<file path="src/include/corr_macros.svh">
/*
  Burst detector configuration macros:
  channel count, sample and partial-sum widths,
  code length, the two fixed +/-1 codes and the detection threshold
*/

`ifndef CORR_MACROS_SVH
`define CORR_MACROS_SVH

// channels interleaved in one input word
`define CORR_NUM_CH 4
`define CORR_CH_W 2

// signed sample width
`define CORR_SAMPLE_W 8

// taps per code
`define CORR_LEN 8

// eight full-scale samples need 11 bits plus sign
`define CORR_ACC_W 12

// set bit is +1, clear bit is -1; bit 0 meets the oldest sample
`define CORR_CODE_A 8'b1011_1000
`define CORR_CODE_B 8'b0111_0010

// magnitude at or above this flags a detection
`define CORR_THRESHOLD 600

`endif
</file>
<file path="src/logic/corr_pkg.sv">
/*
  Shared types of the dual-code burst detector:
  sample and sample word, lane slot, correlator output,
  per-channel result and the output result word
*/

`include "corr_macros.svh"

package corr_pkg;

  ////////////////////////////////////////////////////////////
  // samples
  ////////////////////////////////////////////////////////////

  typedef logic signed [`CORR_SAMPLE_W-1:0] sample_t;

  // channel 0 in the low bits
  typedef sample_t [`CORR_NUM_CH-1:0] sample_word_t;

  typedef logic [`CORR_CH_W-1:0] ch_idx_t;

  // one channel's slot of work
  typedef struct packed {
    ch_idx_t ch;
    sample_t sample;
    logic    last;
  } lane_t;

  ////////////////////////////////////////////////////////////
  // partial sums and results
  ////////////////////////////////////////////////////////////

  typedef logic signed [`CORR_ACC_W-1:0] acc_t;
  typedef logic [`CORR_ACC_W-1:0] mag_t;

  typedef struct packed {
    ch_idx_t ch;
    acc_t    value;
    logic    last;
  } bank_out_t;

  typedef struct packed {
    logic detect;
    logic code_b;
    mag_t mag;
  } ch_result_t;

  // channel 0 in the low bits
  typedef ch_result_t [`CORR_NUM_CH-1:0] result_word_t;

endpackage

</file>
<file path="src/logic/dual_code_detector.sv">
/*
  Dual-code burst detector top level:
  lane sequencer, code A and code B correlators
  and the decision block on one shared pipeline enable
*/

`timescale 1ns/1ps

`include "corr_macros.svh"

module dual_code_detector (
  input  logic                   clk,
  input  logic                   arst_n,
  input  logic                   s_valid,
  output logic                   s_ready,
  input  corr_pkg::sample_word_t s_data,
  output logic                   m_valid,
  input  logic                   m_ready,
  output corr_pkg::result_word_t m_data
);

  corr_pkg::lane_t     lane;
  logic                lane_valid;
  corr_pkg::bank_out_t a_out;
  corr_pkg::bank_out_t b_out;
  logic                a_valid;
  logic                b_valid;
  logic                advance;

  lane_sequencer seq_i (
    .clk        (clk),
    .arst_n     (arst_n),
    .s_valid    (s_valid),
    .s_ready    (s_ready),
    .s_data     (s_data),
    .advance    (advance),
    .lane       (lane),
    .lane_valid (lane_valid)
  );

  // two correlators on the same lanes
  code_correlator #(.code(`CORR_CODE_A)) corr_a_i (
    .clk        (clk),
    .arst_n     (arst_n),
    .advance    (advance),
    .lane       (lane),
    .lane_valid (lane_valid),
    .bank_out   (a_out),
    .bank_valid (a_valid)
  );

  code_correlator #(.code(`CORR_CODE_B)) corr_b_i (
    .clk        (clk),
    .arst_n     (arst_n),
    .advance    (advance),
    .lane       (lane),
    .lane_valid (lane_valid),
    .bank_out   (b_out),
    .bank_valid (b_valid)
  );

  code_decision dec_i (
    .clk     (clk),
    .arst_n  (arst_n),
    .a_out   (a_out),
    .b_out   (b_out),
    .a_valid (a_valid),
    .b_valid (b_valid),
    .advance (advance),
    .m_valid (m_valid),
    .m_ready (m_ready),
    .m_data  (m_data)
  );

endmodule

</file>
<file path="src/logic/code_decision.sv">
/*
  Decision and output stage of the burst detector:
  per-channel magnitude compare between code A and code B,
  threshold detect, collection of channel results into a word,
  registered valid/ready output and the shared pipeline enable
*/

`timescale 1ns/1ps

`include "corr_macros.svh"

module code_decision (
  input  logic                   clk,
  input  logic                   arst_n,
  input  corr_pkg::bank_out_t    a_out,
  input  corr_pkg::bank_out_t    b_out,
  input  logic                   a_valid,
  input  logic                   b_valid,
  output logic                   advance,
  output logic                   m_valid,
  input  logic                   m_ready,
  output corr_pkg::result_word_t m_data
);

  corr_pkg::mag_t         mag_a;
  corr_pkg::mag_t         mag_b;
  corr_pkg::ch_result_t   res;
  corr_pkg::result_word_t stage_q;
  corr_pkg::result_word_t stage_next;
  logic                   in_valid;
  logic                   in_last;
  logic                   load_out;

  // sums stay well inside the signed range, so negation cannot wrap
  function automatic corr_pkg::mag_t abs_val(input corr_pkg::acc_t v);
    if (v < 0) begin
      return corr_pkg::mag_t'(-v);
    end
    return corr_pkg::mag_t'(v);
  endfunction

  // both correlators run in lockstep on the same lanes
  assign in_valid = a_valid && b_valid;
  assign in_last  = a_out.last && b_out.last;

  ////////////////////////////////////////////////////////////
  // per-channel decision
  ////////////////////////////////////////////////////////////

  assign mag_a = abs_val(a_out.value);
  assign mag_b = abs_val(b_out.value);

  always_comb begin
    // ties go to code A
    res.code_b = mag_b > mag_a;
    res.mag    = res.code_b ? mag_b : mag_a;
    res.detect = res.mag >= corr_pkg::mag_t'(`CORR_THRESHOLD);
  end

  // staged word with the current channel filled in
  always_comb begin
    stage_next = stage_q;
    stage_next[a_out.ch] = res;
  end

  ////////////////////////////////////////////////////////////
  // staging word
  ////////////////////////////////////////////////////////////

  always_ff @(posedge clk) begin
    if (advance && in_valid) begin
      stage_q <= stage_next;
    end
  end

  ////////////////////////////////////////////////////////////
  // output register and stall
  ////////////////////////////////////////////////////////////

  // hold everything while a full output word waits
  assign advance  = !m_valid || m_ready;
  assign load_out = advance && in_valid && in_last;

  always_ff @(posedge clk or negedge arst_n) begin
    if (!arst_n) begin
      m_valid <= 1'b0;
    end else if (advance) begin
      m_valid <= in_valid && in_last;
    end
  end

  always_ff @(posedge clk) begin
    if (load_out) begin
      m_data <= stage_next;
    end
  end

endmodule

</file>
<file path="src/logic/code_correlator.sv">
/*
  Time-multiplexed correlator against one fixed +/-1 code:
  transposed adder chain with a partial-sum register per tap
  and per channel, one channel served each cycle,
  registered correlation value with channel and last tag
*/

`timescale 1ns/1ps

`include "corr_macros.svh"

module code_correlator #(
  parameter logic [`CORR_LEN-1:0] code = `CORR_CODE_A
) (
  input  logic                clk,
  input  logic                arst_n,
  input  logic                advance,
  input  corr_pkg::lane_t     lane,
  input  logic                lane_valid,
  output corr_pkg::bank_out_t bank_out,
  output logic                bank_valid
);

  // stored sums of taps 0..LEN-2, the last tap goes straight to the output
  corr_pkg::acc_t part_q [`CORR_NUM_CH][`CORR_LEN-1];

  corr_pkg::acc_t tap [`CORR_LEN];
  corr_pkg::acc_t x;
  logic           step;

  assign step = advance && lane_valid;

  // sign-extend the incoming sample to the adder width
  assign x = corr_pkg::acc_t'(lane.sample);

  ////////////////////////////////////////////////////////////
  // adder chain for the channel in this slot
  ////////////////////////////////////////////////////////////

  always_comb begin
    // tap 0 starts the chain from zero
    tap[0] = code[0] ? x : -x;
    for (int j = 1; j < `CORR_LEN; j++) begin
      if (code[j]) begin
        tap[j] = part_q[lane.ch][j-1] + x;
      end else begin
        tap[j] = part_q[lane.ch][j-1] - x;
      end
    end
  end

  ////////////////////////////////////////////////////////////
  // partial sums per channel
  ////////////////////////////////////////////////////////////

  // history before reset counts as zero, so the sums clear
  always_ff @(posedge clk or negedge arst_n) begin
    if (!arst_n) begin
      for (int c = 0; c < `CORR_NUM_CH; c++) begin
        for (int j = 0; j < `CORR_LEN - 1; j++) begin
          part_q[c][j] <= '0;
        end
      end
    end else if (step) begin
      for (int j = 0; j < `CORR_LEN - 1; j++) begin
        part_q[lane.ch][j] <= tap[j];
      end
    end
  end

  ////////////////////////////////////////////////////////////
  // output register
  ////////////////////////////////////////////////////////////

  always_ff @(posedge clk or negedge arst_n) begin
    if (!arst_n) begin
      bank_valid <= 1'b0;
    end else if (advance) begin
      bank_valid <= lane_valid;
    end
  end

  always_ff @(posedge clk) begin
    if (step) begin
      bank_out.ch    <= lane.ch;
      bank_out.value <= tap[`CORR_LEN-1];
      bank_out.last  <= lane.last;
    end
  end

endmodule

</file>
<file path="src/logic/lane_sequencer.sv">
/*
  Input stage of the burst detector:
  accepts one sample word per valid/ready transfer and
  steps its channel samples out one per cycle as lanes,
  marking the last channel
*/

`timescale 1ns/1ps

`include "corr_macros.svh"

module lane_sequencer (
  input  logic                   clk,
  input  logic                   arst_n,
  input  logic                   s_valid,
  output logic                   s_ready,
  input  corr_pkg::sample_word_t s_data,
  input  logic                   advance,
  output corr_pkg::lane_t        lane,
  output logic                   lane_valid
);

  corr_pkg::sample_word_t word_q;
  corr_pkg::ch_idx_t      cnt_q;
  logic                   busy_q;
  logic                   sel_last;
  logic                   s_xfer;

  // buffer is on its final channel when cnt reaches the top
  assign sel_last = busy_q && (cnt_q == `CORR_CH_W'(`CORR_NUM_CH - 1));

  // next word may land as the last channel leaves the buffer
  assign s_ready = advance && (!busy_q || sel_last);
  assign s_xfer  = s_valid && s_ready;

  ////////////////////////////////////////////////////////////
  // word buffer and channel counter
  ////////////////////////////////////////////////////////////

  always_ff @(posedge clk or negedge arst_n) begin
    if (!arst_n) begin
      busy_q <= 1'b0;
      cnt_q  <= '0;
    end else if (advance) begin
      if (s_xfer) begin
        busy_q <= 1'b1;
      end else if (sel_last) begin
        busy_q <= 1'b0;
      end
      if (sel_last) begin
        cnt_q <= '0;
      end else if (busy_q) begin
        cnt_q <= cnt_q + 1'b1;
      end
    end
  end

  always_ff @(posedge clk) begin
    if (s_xfer) begin
      word_q <= s_data;
    end
  end

  ////////////////////////////////////////////////////////////
  // lane register
  ////////////////////////////////////////////////////////////

  always_ff @(posedge clk or negedge arst_n) begin
    if (!arst_n) begin
      lane_valid <= 1'b0;
    end else if (advance) begin
      lane_valid <= busy_q;
    end
  end

  // payload only, qualified by lane_valid
  always_ff @(posedge clk) begin
    if (advance && busy_q) begin
      lane.ch     <= cnt_q;
      lane.sample <= word_q[cnt_q];
      lane.last   <= sel_last;
    end
  end

endmodule

</file>
<file path="config.mk">
export PLATFORM = sky130hd
export DESIGN_NAME = dual_code_detector
export DESIGN_NICKNAME = d
export VERILOG_FILES = /design/src/logic/corr_pkg.sv /design/src/logic/dual_code_detector.sv /design/src/logic/code_decision.sv /design/src/logic/code_correlator.sv /design/src/logic/lane_sequencer.sv
export VERILOG_INCLUDE_DIRS = /design/src /design/src/include
export SDC_FILE = /design/constraint.sdc
export NUM_CORES = 2
export LEC_CHECK = 0
export BUFFER_PORTS_ARGS = -buffer_cell sky130_fd_sc_hd__buf_4
export CORE_MARGIN = 8
export CORE_UTILIZATION = 59
export CTS_BUF_LIST = sky130_fd_sc_hd__clkbuf_4
export DETAILED_ROUTE_END_ITERATION = 8
export PLACE_DENSITY = 0.82
export SLEW_MARGIN = 20
export SYNTH_ARGS = -nofsm -noshare
export SYNTH_HDL_FRONTEND = slang
export SYNTH_SLANG_ARGS = --single-unit
</file>
<file path="constraint.sdc">
create_clock -name clk -period 4.35 [get_ports clk]
set_input_delay 0.2175 -clock clk [delete_from_list [all_inputs] [get_ports clk]]
set_output_delay 0.2175 -clock clk [all_outputs]
set_load 0.005 [all_outputs]
</file>
# == Yosys cells after proc, flatten, opt, wreduce, memory -nomap -nowiden ==
# Cells that the tools add are included.
# word_totals
regBits,860
in_bits,36
out_inout_bits,58
word_cells,193
# op_classes
add_sub_neg,18
magnitude_cmp,9
n_eq_ne,1
mux,50
bitwise,1
n_reduce_logical,18
# ops
operator,n
336-bit bitwise mux,14
84-bit demux with 2-bit select,7
84-bit 2-to-1 mux,5
84-bit binary-select mux with 2-bit select,2
12-bit by 8-bit adder with 12-bit output,8
12-bit 2-to-1 mux,6
72-bit 2-to-1 mux,1
12-bit by 8-bit subtractor with 12-bit output,6
60-bit 2-to-1 mux,1
56-bit bitwise mux,1
48-bit 2-to-1 mux,1
36-bit 2-to-1 mux,1
14-bit demux with 2-bit select,1
12-bit by 1-bit < comparator with 1-bit output (second input constant),2
24-bit 2-to-1 mux,1
12-bit negator,2
8-bit binary-select mux with 2-bit select,1
14-bit 2-to-1 mux,1
12-bit by 10-bit >= comparator with 1-bit output (second input constant),1
12-bit > comparator,1
8-bit negator with 12-bit output,1
1-bit logical AND,10
8-bit 2-to-1 mux,1
2-bit by 3-bit < comparator with 1-bit output (second input constant),2
12 further kinds,20

# == Depth between registers and ports, before layout ==
# logic_depth
word_depth,12
depth_mapped,16
mapped_depth_nobuf,14

# == Cells and area by module ==
# A second synthesis with hierarchy kept.
# unflattened
hier_cells,4223
area_unflattened_um2,44685.4
# by_module_without_submodules
module,n_inst,cells_each,area_each_um2,seq_area_each_um2
code_correlator (corr_a_i),1,1887,18908.1,8883.5
code_correlator (corr_b_i),1,1840,18765.5,8883.5
code_decision,1,424,5330.1,3388.2
lane_sequencer,1,72,1681.6,1391.3

# == Worst setup path before layout ==
# OpenSTA, ideal clock, no wires.
# synth_path
path_kind,register to register
startpoint,"register, netlist name seq_i.lane[9]"
endpoint,register corr_a_i.part_q[10] (netlist bit)
setup_ns,0.125
arrival_ns,3.916
required_time_ns,4.225
path_slack_ns,0.309
path_stages_with_launch,17
path_buffers,4
period_less_slack_ns,4.041
path_cell_list,edfxtp_1 -> buf_2 -> buf_2 -> buf_2 -> buf_2 -> mux4_2 -> inv_1 -> ha_1 -> inv_1 -> fa_1 -> a21o_1 -> a21oi_1 -> o211ai_1 -> a31o_2 -> a21oi_1 -> xnor2_1 -> mux2_2
# synth_between
elab_chain_cells,11
elab_cells_between_ends,28
classes_between,add/sub: 6; order compare: 2; mux: 18; bitwise: 1; reduce/logical: 1
# synth_rtl
element,line,source
2-bit NOT with 3-bit output (not written as such) *,"code_correlator.sv:45, code_correlator.sv:47, code_correlator.sv:66",
84-bit binary-select mux with 2-bit select,"code_correlator.sv:45, code_correlator.sv:47",
84-bit 2-to-1 mux (not written as such) (2 in a row),code_correlator.sv:47,tap[j] = part_q[lane.ch][j-1] - x;
12-bit by 8-bit subtractor with 12-bit output,code_correlator.sv:47,
336-bit bitwise mux (5 in a row),code_correlator.sv:66,part_q[lane.ch][j] <= tap[j];
336-bit bitwise mux *,code_correlator.sv:66,
end signal: indexed assignment,code_correlator.sv:66,
end: declaration,code_correlator.sv:25,corr_pkg::acc_t part_q [`CORR_NUM_CH][`CORR_LEN-1];
# Mark *: on every way between the ends. The rest lies on a longest branch, timed or not. The select of a mux whose other input is x is not followed.
# A chain may end at the register's enable or synchronous reset.

# == Worst setup path in the final report ==
# layout_path
startpoint,"register, netlist name seq_i.lane[10]"
endpoint,register corr_b_i.part_q[275] (netlist bit)
# layout_between
elab_chain_cells,11
elab_cells_between_ends,28
classes_between,add/sub: 6; order compare: 2; mux: 18; bitwise: 1; reduce/logical: 1
# layout_rtl
element,line,source
2-bit NOT with 3-bit output (not written as such) *,"code_correlator.sv:45, code_correlator.sv:47, code_correlator.sv:66",
84-bit binary-select mux with 2-bit select,"code_correlator.sv:45, code_correlator.sv:47",
84-bit 2-to-1 mux (not written as such),code_correlator.sv:45,tap[j] = part_q[lane.ch][j-1] + x;
84-bit 2-to-1 mux,-,
12-bit by 8-bit adder with 12-bit output,code_correlator.sv:45,
336-bit bitwise mux (5 in a row),code_correlator.sv:66,
336-bit bitwise mux *,code_correlator.sv:66,
end signal: indexed assignment,code_correlator.sv:66,
end: declaration,code_correlator.sv:25,
# Marks and branches as above.

==> reports/results.txt <==
CTS sink count: 787
Hold path cells: 5
Met3 Use GR: 5.838%
Critical path's largest stage delay: 0.71 ns
Fill cells: 4699
Port-buffer cells: 93
Tot GR Track Use: 27.51%
CTS tree: done
Final Critical Period: 4.139 ns
Global-route wire length before repair: 163.5 mm
Fin worst setup slack: 0.2109 ns
Core footprint: 66920 µm²
Io pins: 94
GRT met1 Usage: 31.63%
GP Congestion: 0.8526
Site row count: 95
Final Slew Violations: 0
Slew headroom: 33.52%
Via/cell ratio: 6.060
Reg2Reg Depth: 10
DRC: 0
Critical Path Start Type: register
Synth cell types: 69
Worst slew pin tran: 0.9948 ns
Cells after synthesis: 3575
Layout Utilization: 67.20%
Largest net degree at the start of global routing: 107
Synthesized Nets: 3792
Iter 0 DRT Violations: 2155
Place WS: 0.2813 ns
WL final: 102.1 mm
Cell Area, Synth: 39750 µm²
Crit path kind: register to register
Layout cells sized above 1: 21.30%
Root Buffer Master: clkbuf_4
Worst-path cell chain: buf_4 -> mux4_2 -> ha_1 -> a21oi_1 -> o21ai_0 -> or4_1 -> a31o_2 -> o41ai_1 -> xnor2_1 -> o21ai_0
Post-synth EDFFs: 181
Post-DP HPWL: 61.29 mm
Yosys warning count: 0
Register area share after synthesis: 51.83%
WHS: 0.1824 ns
Clock transition at path regs: 0.09 ns
Die width: 275.6 µm
Bufs on Longest Clock Path: 3
Initial antenna violation count: 4
Total CTS buffers: 198
Max-capacitance violation count: 0
Critical-path top delay cell: edfxtp_1
Later-pin clock latency in the skew report: 1.17 ns
Grt met2 use: 47.14%
Die area: 75930 µm²
Vias in the first global route: 30545
Nets@finish: 4065
Fmax: 241.6 MHz
Antenna Violating Nets Remaining: 0
CP dominant cell by count: o21ai_0
Setup-failing EPs final: 0
Worst endpoint data arrival time: 5.09 ns
FF/Latch Area: 20600 µm²
Area growth from synthesis to layout: 13.13%
Die Y: 275.6 µm
Vias after detailed routing: 29472
Worst EP required: 5.30 ns
Run status: finished, final reports clean
Final Cycle Share: 95.15%
CP Max Fanout: 11
Final Hold Viols: 0
Skew final: 0.1424 ns
Busiest layer in global routing: met2
Min-delay worst type: primary input to register
H-tree Lvls: 4
Total gr overflow: 0
Element type at the critical path end: register
FF+latch count, synth: 787
Post-route setup TNS: 0 ns
Async SR Flop Fraction: 77.00%
Mean post-synth cell area: 11.12 µm²
DR WL/cell: 20.99 µm
DR pass1 iterations: 6
Multi-input gate area: 18200 µm²
RSZ-0062 raised after global routing: no
Ys flop type: dfrtp_1
Initial Util: 59.40%
## registers in the layout, indices dropped and copies added, names as in the netlist
register,count
corr_a_i.part_q,312
corr_a_i.bank_valid,1
seq_i.lane,11
dec_i.m_data,56
dec_i.m_valid,1
seq_i.lane_valid,1
seq_i.cnt_q,2
dec_i.stage_q,56
corr_b_i.part_q,288
seq_i.busy_q,1
corr_b_i.bank_out,12
seq_i.word_q,32
corr_a_i.bank_out,14
## cells in the final DEF (no fill, tap or decap), types with 41 or more instances in the layout
cell	n
nor2b_1	41
o21ai_0	313
buf_4	151
xnor2_1	115
clkbuf_4	285
nor3_1	58
nor2_1	100
a21oi_1	57
mux4_2	158
nand3_1	50
nand2_1	925
mux2_2	172
dlygate4sd3_1	71
edfxtp_1	181
inv_1	80
dfrtp_1	606
ha_1	167
## Yosys cell counts (21+ instances only)
cell type | instances | area share (%)
or4_1 | 21 | 0.40
clkbuf_1 | 108 | 1.0
dfrtp_1 | 606 | 38
mux4_2 | 158 | 9.0
nand2b_1 | 21 | 0.33
xor2_1 | 34 | 0.75
mux2_2 | 172 | 4.9
or3_1 | 21 | 0.33
nand2_1 | 927 | 8.8
nor3_1 | 59 | 0.74
o21ai_0 | 313 | 3.9
edfxtp_1 | 181 | 14
nor2b_1 | 41 | 0.65
nor2_1 | 100 | 0.94
nand3_1 | 51 | 0.64
xnor2_1 | 115 | 2.5
a21oi_1 | 57 | 0.72
a21o_1 | 26 | 0.49
inv_1 | 81 | 0.76
buf_2 | 45 | 0.57
o211ai_1 | 23 | 0.43
ha_1 | 167 | 5.3
## timing repair
action | CTS | global route
hold endpoints to repair | 692 | 0
hold buffers | 72 | 0
buffers inserted | 0 | 0
resized for setup | 0 | 3
setup endpoints to repair | 0 | 20
## worst paths after layout
| path | endpoint | from | slack (ns) |
|---|---|---|---|
| min in group asynchronous | corr_a_i.part_q[195]$_DFFE_PN0P_ | arst_n | 0.36 |
| setup reg to reg | corr_b_i.part_q[275]$_DFFE_PN0P_ | seq_i.lane[10]$_DFFE_PP_ | 0.21 |
| hold reg to reg | corr_a_i.part_q[128]$_DFFE_PN0P_ | corr_a_i.part_q[128]$_DFFE_PN0P_ | 0.47 |
| setup / recovery | corr_b_i.part_q[275]$_DFFE_PN0P_ | seq_i.lane[10]$_DFFE_PP_ | 0.21 |
| max in group asynchronous | corr_b_i.part_q[66]$_DFFE_PN0P_ | arst_n | 3.38 |
| hold / removal | seq_i.lane_valid$_DFFE_PN0N_ | m_ready | 0.18 |
## cell families after synthesis
family          Yosys count  share of synthesized area (%)
fa+ha+maj               181                          5.962
simple gates           1312                          14.01
xor+xnor                150                          3.324
buf+inv                 253                          2.559
mux                     338                          14.04
flops                   787                          51.83
compound gates          554                          8.279
## worst max-delay path, delay by kind of cell, from the launching register on
| kind | cells | cell delay [ns] |
|---|---|---|
| compound gates | 5 | 1.46 |
| xor+xnor | 1 | 0.26 |
| fa+ha+maj | 1 | 0.24 |
| buf+inv | 1 | 0.33 |
| flops | 1 | 0.71 |
| mux | 1 | 0.35 |
| simple gates | 1 | 0.57 |
## per-stage QoR
stage          instances  cell area [µm²]
2_1_floorplan       3575            39750
3_3_place_gp        4448            41730
3_5_place_dp        4448            41730
4_1_cts             4857            44930
5_1_grt             4860            44960
6_report            4863            44970
## routing by layer
metal  vias to the layer above  share of wire (%)  wire length, µm
li1                      13302                  -                -
met1                     14537                 37            37500
met2                      1228                 51            51680
met3                       401                6.9             7019
met4                         4                5.7             5840
met5                         -              0.026               27
## area by class of cell
cell class / count / area share [%]
inverters: 81 / 0.6761
clock inverters: 52 / 0.7262
flip-flops and latches: 787 / 45.81
clock buffers: 285 / 4.758
repair buffers: 245 / 5.111
multi-input cells: 2535 / 40.46
well taps: 873 / 2.429
diodes: 5 / 0.02782
Power is not shown: default switching activity piles up to over one toggle a cycle in this logic, so the estimate is an artifact.
